[config.mk]
export PLATFORM = sky130hd
export DESIGN_NAME = lsu_top
export DESIGN_NICKNAME = d
export VERILOG_FILES = /design/src/design/lsu_pkg.sv /design/src/design/lsu_issue.sv /design/src/design/lsu_load_unit.sv /design/src/design/lsu_retire.sv /design/src/design/lsu_store_unit.sv /design/src/design/lsu_top.sv
export SDC_FILE = /design/constraint.sdc
export NUM_CORES = 1
export LEC_CHECK = 0
export BUFFER_PORTS_ARGS = -buffer_cell sky130_fd_sc_hd__buf_2
export CAP_MARGIN = 20
export CELL_PAD_IN_SITES_DETAIL_PLACEMENT = 1
export CELL_PAD_IN_SITES_GLOBAL_PLACEMENT = 1
export CORE_ASPECT_RATIO = 0.5
export CORE_MARGIN = 1
export CORE_UTILIZATION = 45
export DETAILED_ROUTE_END_ITERATION = 10
export PLACE_DENSITY = 0.9
export SYNTH_ARGS = -nofsm -noshare
export SYNTH_HDL_FRONTEND = slang
export SYNTH_HIERARCHICAL = 1
export SYNTH_SLANG_ARGS = --single-unit
[constraint.sdc]
create_clock -name clk -period 15.38 [get_ports clk]
set_clock_uncertainty 0.1 [all_clocks]
set_input_delay 2.307 -clock clk [delete_from_list [all_inputs] [get_ports clk]]
set_output_delay 2.307 -clock clk [all_outputs]
set_load 0.02 [all_outputs]
[src/design/lsu_pkg.sv]
// load/store unit shared definitions
package lsu_pkg;

  // ====================================================================
  // widths
  // ====================================================================
  // data path width
  localparam int xlen = 64;
  localparam int addr_w = 32;
  // one strobe bit per data byte
  localparam int strb_w = xlen / 8;
  // byte offset inside one beat
  localparam int off_w = $clog2(strb_w);
  localparam int reg_w = 5;

  // ====================================================================
  // response codes
  // ====================================================================
  localparam int resp_w = 2;
  // anything else counts as an error
  localparam logic [resp_w-1:0] resp_okay = 2'b00;

  // ====================================================================
  // queue sizing
  // ====================================================================
  localparam int default_depth = 4;

  // access size, 1/2/4/8 bytes
  typedef enum logic [1:0] {
    size_b = 2'd0,
    size_h = 2'd1,
    size_w = 2'd2,
    size_d = 2'd3
  } mem_size_e;

  // operation kind
  typedef enum logic {
    op_load  = 1'b0,
    op_store = 1'b1
  } mem_op_e;

endpackage

[src/design/lsu_issue.sv]
// load/store issue stage
`timescale 1ns/1ps

module lsu_issue #(
  parameter int pend_depth = lsu_pkg::default_depth
) (
  input  logic             clk,
  input  logic             rst,
  // request from the core
  input  logic             req_valid_i,
  output logic             req_ready_o,
  input  lsu_pkg::mem_op_e req_op_i,
  // routed request valids
  output logic             ld_req_valid_o,
  input  logic             ld_req_ready_i,
  output logic             st_req_valid_o,
  input  logic             st_req_ready_i,
  // completion pulses from retire
  input  logic             ld_cpl_done_i,
  input  logic             st_cpl_done_i
);
  import lsu_pkg::*;

  // staged, queued and retiring requests all fit below this
  localparam int cnt_max = 2 * pend_depth + 1;
  localparam int cnt_w = $clog2(cnt_max + 1);

  mem_op_e          op_q;
  logic [cnt_w-1:0] cnt_q;
  logic             en_q;
  logic             kind_ok;
  logic             room;
  logic             go;
  logic             accept;
  logic             retired;

  // a new kind may start only once the old one has drained
  assign kind_ok = (req_op_i == op_q) || (cnt_q == '0);
  assign room = (cnt_q != cnt_w'(cnt_max));
  assign go = en_q && kind_ok && room;

  assign ld_req_valid_o = req_valid_i && go && (req_op_i == op_load);
  assign st_req_valid_o = req_valid_i && go && (req_op_i == op_store);
  assign req_ready_o = go && ((req_op_i == op_load) ? ld_req_ready_i : st_req_ready_i);

  assign accept = req_valid_i && req_ready_o;
  // only the kind in flight can retire
  assign retired = (op_q == op_load) ? ld_cpl_done_i : st_cpl_done_i;

  always_ff @(posedge clk) begin
    if (rst) begin
      en_q <= 1'b0;
      op_q <= op_load;
      cnt_q <= '0;
    end else begin
      en_q <= 1'b1;
      if (accept) begin
        op_q <= req_op_i;
      end
      case ({accept, retired})
        2'b10: cnt_q <= cnt_q + 1'b1;
        2'b01: cnt_q <= cnt_q - 1'b1;
        default: cnt_q <= cnt_q;
      endcase
    end
  end

endmodule

[src/design/lsu_load_unit.sv]
// read channel load engine
`timescale 1ns/1ps

module lsu_load_unit #(
  parameter int pend_depth = lsu_pkg::default_depth
) (
  input  logic                       clk,
  input  logic                       rst,
  // request from issue
  input  logic                       req_valid_i,
  output logic                       req_ready_o,
  input  logic [lsu_pkg::addr_w-1:0] req_addr_i,
  input  lsu_pkg::mem_size_e         req_size_i,
  input  logic                       req_signed_i,
  input  logic [lsu_pkg::reg_w-1:0]  req_rd_i,
  // read address channel
  output logic                       ar_valid_o,
  input  logic                       ar_ready_i,
  output logic [lsu_pkg::addr_w-1:0] ar_addr_o,
  // read data channel
  input  logic                       r_valid_i,
  output logic                       r_ready_o,
  input  logic [lsu_pkg::xlen-1:0]   r_data_i,
  input  logic [lsu_pkg::resp_w-1:0] r_resp_i,
  // completion to retire
  output logic                       ld_valid_o,
  input  logic                       ld_ready_i,
  output logic [lsu_pkg::reg_w-1:0]  ld_rd_o,
  output logic [lsu_pkg::xlen-1:0]   ld_data_o,
  output logic                       ld_err_o
);
  import lsu_pkg::*;

  localparam int ptr_w = (pend_depth > 1) ? $clog2(pend_depth) : 1;
  localparam int cnt_w = $clog2(pend_depth + 1);

  // address stage
  logic              ar_valid_q;
  logic [addr_w-1:0] addr_q;
  mem_size_e         size_q;
  logic              sgn_q;
  logic [reg_w-1:0]  rd_q;

  // pending queue, one entry per issued read
  logic [reg_w-1:0]  q_rd [pend_depth];
  mem_size_e         q_size [pend_depth];
  logic              q_sgn [pend_depth];
  logic [off_w-1:0]  q_off [pend_depth];
  logic [ptr_w-1:0]  wr_ptr_q;
  logic [ptr_w-1:0]  rd_ptr_q;
  logic [cnt_w-1:0]  cnt_q;
  logic [cnt_w:0]    occ;

  logic              ar_hs;
  logic              r_hs;
  logic              not_empty;
  logic [xlen-1:0]   beat;
  logic              sgn;

  assign ar_hs = ar_valid_q && ar_ready_i;
  assign r_hs = r_valid_i && r_ready_o;
  assign not_empty = (cnt_q != '0);
  assign occ = {1'b0, cnt_q} + {{cnt_w{1'b0}}, ar_valid_q};

  // staged read will push too, so leave space for it
  assign req_ready_o = (!ar_valid_q || ar_ready_i) && (occ < (cnt_w + 1)'(pend_depth));

  assign ar_valid_o = ar_valid_q;
  assign ar_addr_o = {addr_q[addr_w-1:off_w], {off_w{1'b0}}};

  always_ff @(posedge clk) begin
    if (rst) begin
      ar_valid_q <= 1'b0;
    end else if (req_valid_i && req_ready_o) begin
      ar_valid_q <= 1'b1;
    end else if (ar_hs) begin
      ar_valid_q <= 1'b0;
    end
  end

  always_ff @(posedge clk) begin
    if (req_valid_i && req_ready_o) begin
      addr_q <= req_addr_i;
      size_q <= req_size_i;
      sgn_q <= req_signed_i;
      rd_q <= req_rd_i;
    end
    if (ar_hs) begin
      q_rd[wr_ptr_q] <= rd_q;
      q_size[wr_ptr_q] <= size_q;
      q_sgn[wr_ptr_q] <= sgn_q;
      q_off[wr_ptr_q] <= addr_q[off_w-1:0];
    end
  end

  // ====================================================================
  // queue pointers
  // ====================================================================
  always_ff @(posedge clk) begin
    if (rst) begin
      wr_ptr_q <= '0;
      rd_ptr_q <= '0;
      cnt_q <= '0;
    end else begin
      if (ar_hs) begin
        wr_ptr_q <= (wr_ptr_q == ptr_w'(pend_depth - 1)) ? '0 : wr_ptr_q + 1'b1;
      end
      if (r_hs) begin
        rd_ptr_q <= (rd_ptr_q == ptr_w'(pend_depth - 1)) ? '0 : rd_ptr_q + 1'b1;
      end
      case ({ar_hs, r_hs})
        2'b10: cnt_q <= cnt_q + 1'b1;
        2'b01: cnt_q <= cnt_q - 1'b1;
        default: cnt_q <= cnt_q;
      endcase
    end
  end

  // ====================================================================
  // data formatter
  // ====================================================================
  assign r_ready_o = not_empty && ld_ready_i;
  assign ld_valid_o = r_valid_i && not_empty;
  assign ld_rd_o = q_rd[rd_ptr_q];
  // error beats still carry their data
  assign ld_err_o = (r_resp_i != resp_okay);

  assign sgn = q_sgn[rd_ptr_q];
  assign beat = r_data_i >> {q_off[rd_ptr_q], 3'b000};

  always_comb begin
    case (q_size[rd_ptr_q])
      size_b: ld_data_o = {{(xlen - 8){sgn & beat[7]}}, beat[7:0]};
      size_h: ld_data_o = {{(xlen - 16){sgn & beat[15]}}, beat[15:0]};
      size_w: ld_data_o = {{(xlen - 32){sgn & beat[31]}}, beat[31:0]};
      default: ld_data_o = beat;
    endcase
  end

endmodule

[src/design/lsu_retire.sv]
// load/store completion retire stage
`timescale 1ns/1ps

module lsu_retire (
  input  logic                      clk,
  input  logic                      rst,
  // load completions
  input  logic                      ld_valid_i,
  output logic                      ld_ready_o,
  input  logic [lsu_pkg::reg_w-1:0] ld_rd_i,
  input  logic [lsu_pkg::xlen-1:0]  ld_data_i,
  input  logic                      ld_err_i,
  // store completions
  input  logic                      st_valid_i,
  output logic                      st_ready_o,
  input  logic                      st_err_i,
  // retire pulses back to issue
  output logic                      ld_cpl_done_o,
  output logic                      st_cpl_done_o,
  // completion stream to the core
  output logic                      cpl_valid_o,
  input  logic                      cpl_ready_i,
  output lsu_pkg::mem_op_e          cpl_op_o,
  output logic [lsu_pkg::reg_w-1:0] cpl_rd_o,
  output logic                      cpl_wen_o,
  output logic [lsu_pkg::xlen-1:0]  cpl_data_o,
  output logic                      cpl_err_o
);
  import lsu_pkg::*;

  logic             cpl_valid_q;
  mem_op_e          op_q;
  logic [reg_w-1:0] rd_q;
  logic             wen_q;
  logic [xlen-1:0]  data_q;
  logic             err_q;
  logic             free;
  logic             ld_take;
  logic             st_take;
  logic             cpl_hs;

  // register empty or draining this cycle
  assign free = !cpl_valid_q || cpl_ready_i;
  assign ld_ready_o = free;
  // loads win
  assign st_ready_o = free && !ld_valid_i;
  assign ld_take = ld_valid_i && ld_ready_o;
  assign st_take = st_valid_i && st_ready_o;

  assign cpl_hs = cpl_valid_q && cpl_ready_i;
  assign ld_cpl_done_o = cpl_hs && (op_q == op_load);
  assign st_cpl_done_o = cpl_hs && (op_q == op_store);

  always_ff @(posedge clk) begin
    if (rst) begin
      cpl_valid_q <= 1'b0;
    end else if (ld_take || st_take) begin
      cpl_valid_q <= 1'b1;
    end else if (cpl_hs) begin
      cpl_valid_q <= 1'b0;
    end
  end

  always_ff @(posedge clk) begin
    if (ld_take) begin
      op_q <= op_load;
      rd_q <= ld_rd_i;
      wen_q <= (ld_rd_i != '0) && !ld_err_i;
      data_q <= ld_data_i;
      err_q <= ld_err_i;
    end else if (st_take) begin
      // stores write no register
      op_q <= op_store;
      rd_q <= '0;
      wen_q <= 1'b0;
      data_q <= '0;
      err_q <= st_err_i;
    end
  end

  assign cpl_valid_o = cpl_valid_q;
  assign cpl_op_o = op_q;
  assign cpl_rd_o = rd_q;
  assign cpl_wen_o = wen_q;
  assign cpl_data_o = data_q;
  assign cpl_err_o = err_q;

endmodule

[src/design/lsu_store_unit.sv]
// write channel store engine
`timescale 1ns/1ps

module lsu_store_unit #(
  parameter int pend_depth = lsu_pkg::default_depth
) (
  input  logic                       clk,
  input  logic                       rst,
  // request from issue
  input  logic                       req_valid_i,
  output logic                       req_ready_o,
  input  logic [lsu_pkg::addr_w-1:0] req_addr_i,
  input  logic [lsu_pkg::xlen-1:0]   req_wdata_i,
  input  lsu_pkg::mem_size_e         req_size_i,
  // write address and data channels
  output logic                       aw_valid_o,
  input  logic                       aw_ready_i,
  output logic [lsu_pkg::addr_w-1:0] aw_addr_o,
  output logic                       w_valid_o,
  input  logic                       w_ready_i,
  output logic [lsu_pkg::xlen-1:0]   w_data_o,
  output logic [lsu_pkg::strb_w-1:0] w_strb_o,
  // write response channel
  input  logic                       b_valid_i,
  output logic                       b_ready_o,
  input  logic [lsu_pkg::resp_w-1:0] b_resp_i,
  // completion to retire
  output logic                       st_valid_o,
  input  logic                       st_ready_i,
  output logic                       st_err_o
);
  import lsu_pkg::*;

  localparam int cnt_w = $clog2(pend_depth + 1);

  // staged write
  logic              busy_q;
  logic              aw_sent_q;
  logic              w_sent_q;
  logic [addr_w-1:0] aw_addr_q;
  logic [xlen-1:0]   w_data_q;
  logic [strb_w-1:0] w_strb_q;

  // responses still due
  logic [cnt_w-1:0]  cnt_q;
  logic [cnt_w:0]    occ;

  logic [strb_w-1:0] size_mask;
  logic [off_w-1:0]  off;
  logic              aw_done;
  logic              w_done;
  logic              both_done;
  logic              b_hs;

  assign aw_valid_o = busy_q && !aw_sent_q;
  assign w_valid_o = busy_q && !w_sent_q;
  assign aw_addr_o = aw_addr_q;
  assign w_data_o = w_data_q;
  assign w_strb_o = w_strb_q;

  // either handshake may land first
  assign aw_done = aw_sent_q || (aw_valid_o && aw_ready_i);
  assign w_done = w_sent_q || (w_valid_o && w_ready_i);
  assign both_done = busy_q && aw_done && w_done;

  assign occ = {1'b0, cnt_q} + {{cnt_w{1'b0}}, busy_q};
  assign req_ready_o = (!busy_q || both_done) && (occ < (cnt_w + 1)'(pend_depth));

  // byte mask of the access size
  always_comb begin
    case (req_size_i)
      size_b: size_mask = strb_w'(8'h01);
      size_h: size_mask = strb_w'(8'h03);
      size_w: size_mask = strb_w'(8'h0f);
      default: size_mask = '1;
    endcase
  end

  assign off = req_addr_i[off_w-1:0];

  always_ff @(posedge clk) begin
    if (req_valid_i && req_ready_o) begin
      aw_addr_q <= {req_addr_i[addr_w-1:off_w], {off_w{1'b0}}};
      w_data_q <= req_wdata_i << {off, 3'b000};
      w_strb_q <= size_mask << off;
    end
  end

  // ====================================================================
  // handshake tracking
  // ====================================================================
  always_ff @(posedge clk) begin
    if (rst) begin
      busy_q <= 1'b0;
      aw_sent_q <= 1'b0;
      w_sent_q <= 1'b0;
    end else if (req_valid_i && req_ready_o) begin
      busy_q <= 1'b1;
      aw_sent_q <= 1'b0;
      w_sent_q <= 1'b0;
    end else if (both_done) begin
      busy_q <= 1'b0;
      aw_sent_q <= 1'b0;
      w_sent_q <= 1'b0;
    end else begin
      aw_sent_q <= aw_done;
      w_sent_q <= w_done;
    end
  end

  // ====================================================================
  // response queue
  // ====================================================================
  assign b_ready_o = (cnt_q != '0) && st_ready_i;
  assign st_valid_o = b_valid_i && (cnt_q != '0);
  assign st_err_o = (b_resp_i != resp_okay);
  assign b_hs = b_valid_i && b_ready_o;

  always_ff @(posedge clk) begin
    if (rst) begin
      cnt_q <= '0;
    end else begin
      case ({both_done, b_hs})
        2'b10: cnt_q <= cnt_q + 1'b1;
        2'b01: cnt_q <= cnt_q - 1'b1;
        default: cnt_q <= cnt_q;
      endcase
    end
  end

endmodule

[src/design/lsu_top.sv]
// load/store memory stage top level
`timescale 1ns/1ps

module lsu_top #(
  parameter int pend_depth = lsu_pkg::default_depth
) (
  input  logic                       clk,
  input  logic                       rst,
  // request from the core
  input  logic                       req_valid_i,
  output logic                       req_ready_o,
  input  lsu_pkg::mem_op_e           req_op_i,
  input  logic [lsu_pkg::addr_w-1:0] req_addr_i,
  input  logic [lsu_pkg::xlen-1:0]   req_wdata_i,
  input  lsu_pkg::mem_size_e         req_size_i,
  input  logic                       req_signed_i,
  input  logic [lsu_pkg::reg_w-1:0]  req_rd_i,
  // completion to the core
  output logic                       cpl_valid_o,
  input  logic                       cpl_ready_i,
  output lsu_pkg::mem_op_e           cpl_op_o,
  output logic [lsu_pkg::reg_w-1:0]  cpl_rd_o,
  output logic                       cpl_wen_o,
  output logic [lsu_pkg::xlen-1:0]   cpl_data_o,
  output logic                       cpl_err_o,
  // read channels
  output logic                       ar_valid_o,
  input  logic                       ar_ready_i,
  output logic [lsu_pkg::addr_w-1:0] ar_addr_o,
  input  logic                       r_valid_i,
  output logic                       r_ready_o,
  input  logic [lsu_pkg::xlen-1:0]   r_data_i,
  input  logic [lsu_pkg::resp_w-1:0] r_resp_i,
  // write channels
  output logic                       aw_valid_o,
  input  logic                       aw_ready_i,
  output logic [lsu_pkg::addr_w-1:0] aw_addr_o,
  output logic                       w_valid_o,
  input  logic                       w_ready_i,
  output logic [lsu_pkg::xlen-1:0]   w_data_o,
  output logic [lsu_pkg::strb_w-1:0] w_strb_o,
  input  logic                       b_valid_i,
  output logic                       b_ready_o,
  input  logic [lsu_pkg::resp_w-1:0] b_resp_i
);
  import lsu_pkg::*;

  logic             ld_req_valid;
  logic             ld_req_ready;
  logic             st_req_valid;
  logic             st_req_ready;
  logic             ld_cpl_done;
  logic             st_cpl_done;
  logic             ld_valid;
  logic             ld_ready;
  logic [reg_w-1:0] ld_rd;
  logic [xlen-1:0]  ld_data;
  logic             ld_err;
  logic             st_valid;
  logic             st_ready;
  logic             st_err;

  lsu_issue #(
    .pend_depth(pend_depth)
  ) lsu_issue_i (
    .clk(clk),
    .rst(rst),
    .req_valid_i(req_valid_i),
    .req_ready_o(req_ready_o),
    .req_op_i(req_op_i),
    .ld_req_valid_o(ld_req_valid),
    .ld_req_ready_i(ld_req_ready),
    .st_req_valid_o(st_req_valid),
    .st_req_ready_i(st_req_ready),
    .ld_cpl_done_i(ld_cpl_done),
    .st_cpl_done_i(st_cpl_done)
  );

  lsu_load_unit #(
    .pend_depth(pend_depth)
  ) lsu_load_unit_i (
    .clk(clk),
    .rst(rst),
    .req_valid_i(ld_req_valid),
    .req_ready_o(ld_req_ready),
    .req_addr_i(req_addr_i),
    .req_size_i(req_size_i),
    .req_signed_i(req_signed_i),
    .req_rd_i(req_rd_i),
    .ar_valid_o(ar_valid_o),
    .ar_ready_i(ar_ready_i),
    .ar_addr_o(ar_addr_o),
    .r_valid_i(r_valid_i),
    .r_ready_o(r_ready_o),
    .r_data_i(r_data_i),
    .r_resp_i(r_resp_i),
    .ld_valid_o(ld_valid),
    .ld_ready_i(ld_ready),
    .ld_rd_o(ld_rd),
    .ld_data_o(ld_data),
    .ld_err_o(ld_err)
  );

  lsu_store_unit #(
    .pend_depth(pend_depth)
  ) lsu_store_unit_i (
    .clk(clk),
    .rst(rst),
    .req_valid_i(st_req_valid),
    .req_ready_o(st_req_ready),
    .req_addr_i(req_addr_i),
    .req_wdata_i(req_wdata_i),
    .req_size_i(req_size_i),
    .aw_valid_o(aw_valid_o),
    .aw_ready_i(aw_ready_i),
    .aw_addr_o(aw_addr_o),
    .w_valid_o(w_valid_o),
    .w_ready_i(w_ready_i),
    .w_data_o(w_data_o),
    .w_strb_o(w_strb_o),
    .b_valid_i(b_valid_i),
    .b_ready_o(b_ready_o),
    .b_resp_i(b_resp_i),
    .st_valid_o(st_valid),
    .st_ready_i(st_ready),
    .st_err_o(st_err)
  );

  lsu_retire lsu_retire_i (
    .clk(clk),
    .rst(rst),
    .ld_valid_i(ld_valid),
    .ld_ready_o(ld_ready),
    .ld_rd_i(ld_rd),
    .ld_data_i(ld_data),
    .ld_err_i(ld_err),
    .st_valid_i(st_valid),
    .st_ready_o(st_ready),
    .st_err_i(st_err),
    .ld_cpl_done_o(ld_cpl_done),
    .st_cpl_done_o(st_cpl_done),
    .cpl_valid_o(cpl_valid_o),
    .cpl_ready_i(cpl_ready_i),
    .cpl_op_o(cpl_op_o),
    .cpl_rd_o(cpl_rd_o),
    .cpl_wen_o(cpl_wen_o),
    .cpl_data_o(cpl_data_o),
    .cpl_err_o(cpl_err_o)
  );

endmodule

==> metrics, run 1 <==
hold_sp=lsu_load_unit_i/size_q[0]$_DFFE_PP_; Inserted Clock Buffers=27; Cell Area, Placed=roughly 0.016 mm^2; total grt overflow=0; Row Count=46; CP Launch Type=primary input; cell count after synthesis=1182; outcome=finished, final reports clean; Avg WL per Cell=23.77 um; Final Max Tran Viols=0; CTS Hold Bufs=0; simple-gate area share of the yosys netlist=0.1343; DRT iter0 DRCs=about 810; CTS Sinks=280; Fin Setup TNS=0 ns; XOR/XNOR share of the synthesized area=0.004233; Resize count post-CTS=0; top post-synthesis cells by count=edfxtp_1, nand2_1, mux2i_1, and3_1, nor2_1; # Post-CTS Setup Buffers=0; Worst Path Required=12.97 ns; fin nets=1696; first-pass GRT wire length=~70000 um; share of cells above drive strength 1=0.3403; mux cell area share after synthesis=0.1202; Clock Latency Late Sink=0.55 ns; Fin. Hold Viols=0; Worst-path clk slew=around 0.070 ns; f_max=between 0.15 and 0.2 GHz; vias per cell=5.761; synth unique cells=70; PwrDens=about 110 mW/mm^2; main combinational cell family by area after synthesis=simple AND/OR/NAND/NOR gates; compound-cell area share of the yosys netlist=0.1068; RSZ-0062 raised after global routing=no; clk buf depth=3; core area=0.03166 mm^2; register area=approximately 0.0082 mm^2; register area share after synthesis=0.5639; PortBufs=390; Tot GR Track Use=0.2684; 1st-pass router iterations=5; CP arrival=3.80 ns; final wirelength=46520 um; Crit Path Category=in -> out; maximum VDD drop=76.17 uV; vias in the first global route=11700; top cell type by total area after synthesis=edfxtp_1; LEAKAGE=7.203 nW; Synth Area in Adders=0.01278; Die Wd=255.7 um; number of synthesized flops with an enable pin=256; asr flop ratio synth=0; CTS root buffer=clkbuf_16; Min-Delay Path Depth=0; slew at the pin closest to its max-slew limit=0.9614 ns; Most Crowded Layer GR=met2; Layout Utilization=0.5463; GRT met1 Usage=0.3227; M2 GR Usage=0.4939; CTS tree=done; Starting Density=0.4576; Final min period=6.210 ns; met3 usage=0.04433; Multi-input gate area=0.005527 mm^2; DRC=0; Tcrit/Tclk final=0.4038; slew margin rel.=0.3591; max-cap violation count=0; Reg2Reg Setup Slack=approximately 11 ns; area grow syn2layout=19.39%; final setup fails=0; Post-Syn Area=0.01449 mm^2; chip height=128.9 um; # IOs=397; antenna-violating nets left=0; most frequent cell after synthesis=edfxtp_1; Avg Cell Area, Syn=12.25 um^2; worst hold endpoint=lsu_load_unit_i/q_size[3][0]$_DFFE_PP_; Final Cell Area=0.01729 mm^2; RD Place Congestion=about 0.94; fill count=3447; Syn. warnings=6; Worst Setup End Kind=output port; top cells by area, synth=edfxtp_1, mux2i_1, nand2_1; flops & latches, synth=280; H-tree Lvls=1; share of the synthesized area in the top cell type=0.5307; vias after detailed routing=11274; worst-path maximum fanout=3; largest net degree at the start of global routing=75; Reg2Reg Capture Point=lsu_retire_i/cpl_data_o[53]$_SDFFCE_PN0P_; Synth Flop Type=edfxtp_1; die area=0.03295 mm^2; worst min path class=reg -> reg; hpwl dp=32690 um; depth of the most critical reg-to-reg path=9; antenna violations before repair=7
[cell families after synthesis]
family / count (synthesis)
muxes: 148
DFF: 280
xor gates and xnor gates: 7
adders and majority gates: 13
buffers and inverters: 136
AOI/OAI and AO/OA: 210
and+or+nand+nor: 386
other: 2
[flip-flops by register name, summed over array words and instances (netlist names), 2 cells and up, named ones only]
register,flops
lsu_retire_i/cpl_data_o,64
lsu_store_unit_i/w_data_o,64
lsu_load_unit_i/addr_q,32
lsu_store_unit_i/aw_addr_o,29
lsu_load_unit_i/q_rd,20
lsu_load_unit_i/q_off,12
lsu_load_unit_i/q_size,8
lsu_store_unit_i/w_strb_o,8
lsu_load_unit_i/rd_q,5
lsu_retire_i/cpl_rd_o,5
lsu_issue_i/cnt_q,4
lsu_load_unit_i/q_sgn,4
lsu_load_unit_i/cnt_q,3
lsu_store_unit_i/cnt_q,3
lsu_load_unit_i/rd_ptr_q,2
lsu_load_unit_i/size_q,2
lsu_load_unit_i/wr_ptr_q,2
[worst max-delay path, cell delays in order]
cell,delay (ns)
buf_2,0.12
o22a_1,0.22
a21boi_0,0.39
nor2_1,0.15
a21o_1,0.23
and4_2,0.22
buf_2,0.16
[routing by layer]
metal	vias up	share of wire
li1	5026	-
met1	5732	0.39
met2	411	0.53
met3	101	0.047
met4	4	0.033
met5	-	0.00047
[cell usage in the layout, fill, tap and decap left out, types with 12 or more instances in the layout]
cell type and instances:
nand3_1 13, o22ai_1 12, mux4_2 19, nor2_1 56, clkbuf_16 27, o21ai_0 34
dfxtp_1 24, a211oi_1 12, a21oi_1 51, nor2b_1 31, and2_1 14, buf_2 389
edfxtp_1 256, mux2i_1 117, inv_1 15, nand2_1 145, and3_1 77, buf_4 14
[where the power goes]
| group | switching (mW) | internal [mW] | total, mW | leakage [nW] |
|---|---|---|---|---|
| clock | 0.295 | 0.384 | 0.679 | 0.421 |
| sequential | 0.0195 | 0.880 | 0.900 | 2.54 |
| combinational | 0.226 | 0.120 | 0.346 | 4.24 |
| total | 0.540 | 1.38 | 1.92 | 7.20 |
[cell type report]
cell class                 count  area share
antenna                        3   0.0004341
clock buffer                  35     0.04196
inverter                      16    0.003473
timing repair buffer         406      0.1218
clock inverter                15    0.009188
sequential                   280      0.4723
multi-input combinational    770      0.3196
tap                          432     0.03125
[how the worst max path moves through the flow]
stage / start / to / slack (ns) / cells after the start
final: aw_ready_i / req_ready_o / 9.17 / 7
after global routing: aw_ready_i / req_ready_o / 9.15 / 7
after CTS: aw_ready_i / req_ready_o / 9.19 / 7
after detailed placement: aw_ready_i / req_ready_o / 9.20 / 7
after global placement: aw_ready_i / req_ready_o / 9.32 / 7
after floorplan: req_op_i / lsu_store_unit_i/aw_addr_o[10]$_DFFE_PP_ / 7.42 / 6
[per-stage QoR]
stage,cells,hold WS [ns],total power [mW],setup WS (ns)
after floorplan,1186,0.3541,1.137,7.418
after global placement,1900,0.3685,1.235,9.324
after detailed placement,1901,0.3907,1.254,9.205
after CTS,1951,0.4061,1.931,9.189
after global routing,1957,0.4373,1.985,9.146
final,1957,0.4049,1.924,9.170
Power figures use the tool's default switching activity.
==> run 2: changes to the inputs <==
--- a/config.mk
+++ b/config.mk
@@ -11,9 +11,9 @@
 export CELL_PAD_IN_SITES_GLOBAL_PLACEMENT = 1
 export CORE_ASPECT_RATIO = 0.5
 export CORE_MARGIN = 1
-export CORE_UTILIZATION = 45
+export CORE_UTILIZATION = 38
 export DETAILED_ROUTE_END_ITERATION = 10
-export PLACE_DENSITY = 0.9
+export PLACE_DENSITY = 0.82
 export SYNTH_ARGS = -nofsm -noshare
 export SYNTH_HDL_FRONTEND = slang
 export SYNTH_HIERARCHICAL = 1
==> constraint.sdc (replaced) <==
create_clock -name clk -period 5.33 [get_ports clk]
set_clock_uncertainty 0.1 [all_clocks]
set_input_delay 0.7995 -clock clk [delete_from_list [all_inputs] [get_ports clk]]
set_output_delay 0.7995 -clock clk [all_outputs]
set_load 0.02 [all_outputs]
==> metrics, run 2 (same netlist as run 1, synthesis figures left out) <==
area grow syn2layout=19.49%; die area=0.03895 mm^2; Reg2Reg Setup Slack=1.38 ns; largest net degree at the start of global routing=74; Min-Delay Path Depth=1; Crit Path Category=reg -> reg; Die Wd=~280 um; chip height=approximately 140 um; max-cap violation count=0; Tcrit/Tclk final=0.7410; f_max=0.2532 GHz; depth of the most critical reg-to-reg path=9; Avg WL per Cell=22.44 um; Fin Setup TNS=0 ns; most frequent cells in the layout=buf_2, edfxtp_1, nand2_1, mux2i_1, and3_1; final wirelength=~45000 um; Worst Path Required=5.55 ns; maximum VDD drop=196.1 uV; clk buf depth=3; worst-path maximum fanout=26; worst min path class=in -> reg; PortBufs=390; Starting Density=0.3865; # diodes=0; hold_sp=req_signed_i; CTS tree=done; DRT iter0 DRCs=754; Tot GR Track Use=0.2222; final setup fails=0; Worst-path clk slew=0.07 ns; RD Place Congestion=approximately 0.95; PwrDens=315.3 mW/mm^2; # Post-CTS Setup Buffers=0; 1st-pass router iterations=5; Fin. Hold Viols=0; Resize count post-CTS=0; vias in the first global route=11215; Worst Hold Margin=0.3160 ns; LEAKAGE=7.186 nW; share of cells above drive strength 1=0.3403; Reg2Reg Capture Point=lsu_retire_i/cpl_data_o[60]$_SDFFCE_PN0P_; slew at the pin closest to its max-slew limit=1.070 ns; first-pass GRT wire length=66890 um; Row Count=50; Final Max Tran Viols=0; outcome=finished, final reports clean; CP Launch Type=flop; Worst Setup End Kind=flop; slew margin rel.=0.2867; antenna-violating nets left=0; most common library cell in the layout ignoring fill and taps=buf_2; Inserted Clock Buffers=28; vias after detailed routing=about 11000; core area=0.03747 mm^2; # IOs=397; CTS Sinks=280; antenna violations before repair=0; Final min period=3.950 ns; fin nets=between 1500 and 2000; worst hold endpoint=lsu_load_unit_i/sgn_q$_DFFE_PP_; hpwl dp=32710 um; vias per cell=approximately 5.4; RSZ-0062 raised after global routing=no; CTS root buffer=clkbuf_16; CTS Hold Bufs=0; CP arrival=4.16 ns; DRC=0; total grt overflow=0; Clock Latency Late Sink=about 0.56 ns; H-tree Lvls=1
==> run 2: cell types whose count changed in the layout (fill, tap and decap cells not counted), sizes merged <==
cell,delta
buf,+1
clkinvlp,-2
bufinv,-3
clkbuf,+4
diode,-3
clkinv,+3
==> run 2: how the worst max path moves through the flow <==
stage                                                      endpoint  startpoint  slack (ns)
final                     lsu_retire_i/cpl_data_o[60]$_SDFFCE_PN0P_        flop        1.38
after global routing      lsu_retire_i/cpl_data_o[40]$_SDFFCE_PN0P_        flop        1.06
after floorplan            lsu_store_unit_i/aw_addr_o[10]$_DFFE_PP_    req_op_i        0.57
after global placement    lsu_retire_i/cpl_data_o[35]$_SDFFCE_PN0P_        flop        1.49
after detailed placement  lsu_retire_i/cpl_data_o[38]$_SDFFCE_PN0P_        flop        1.37
after CTS                 lsu_retire_i/cpl_data_o[38]$_SDFFCE_PN0P_        flop        1.36
==> run 2: area by class of cell <==
| class | count | area (um^2) |
|---|---|---|
| tap | 494 | 618.1 |
| clock buffer | 39 | 752.0 |
| timing repair buffer | 407 | 2095 |
| multi-input combinational | 770 | 5527 |
| clock inverter | 13 | 88.84 |
| inverter | 16 | 60.06 |
| fill | 4112 | 20170 |
| sequential | 280 | 8168 |
==> run 2: worst max-delay path, stage by stage, from the launching register on <==
cell and delay, ns:
dfxtp_1 0.39, buf_4 0.27, mux4_2 0.79, mux2_2 0.37, a221oi_1 0.39, a211oi_2 0.15
a211oi_4 0.69, buf_4 0.31, nand2_1 0.06, and3_1 0.17
==> run 2: report_power, final <==
part,total (mW),switching (mW),internal (mW)
clock network,1.88,0.881,0.995
logic,0.994,0.648,0.346
registers,2.59,0.0497,2.54
total,5.46,1.58,3.88
==> run 2: metrics by stage <==
step             util  cells  area [um^2]  setup WS [ns]  power, mW
2_1_floorplan       -   1186        14500         0.5699      3.279
3_3_place_gp   0.4394   1967        16470          1.495      3.598
3_5_place_dp   0.4394   1967        16470          1.368      3.625
4_1_cts        0.4619   2019        17310          1.363      5.508
5_1_grt        0.4619   2019        17310          1.064      5.660
6_report       0.4619   2019        17310          1.380      5.458
==> run 2: routing by layer <==
layer | global-route usage | vias up | wire (um)
li1 | - | 5017 | -
met1 | 0.2782 | 5504 | 18440
met2 | 0.3941 | 366 | 23180
met3 | 0.03586 | 95 | 2241
met4 | 0.07008 | 0 | 1451
met5 | 0 | - | 0
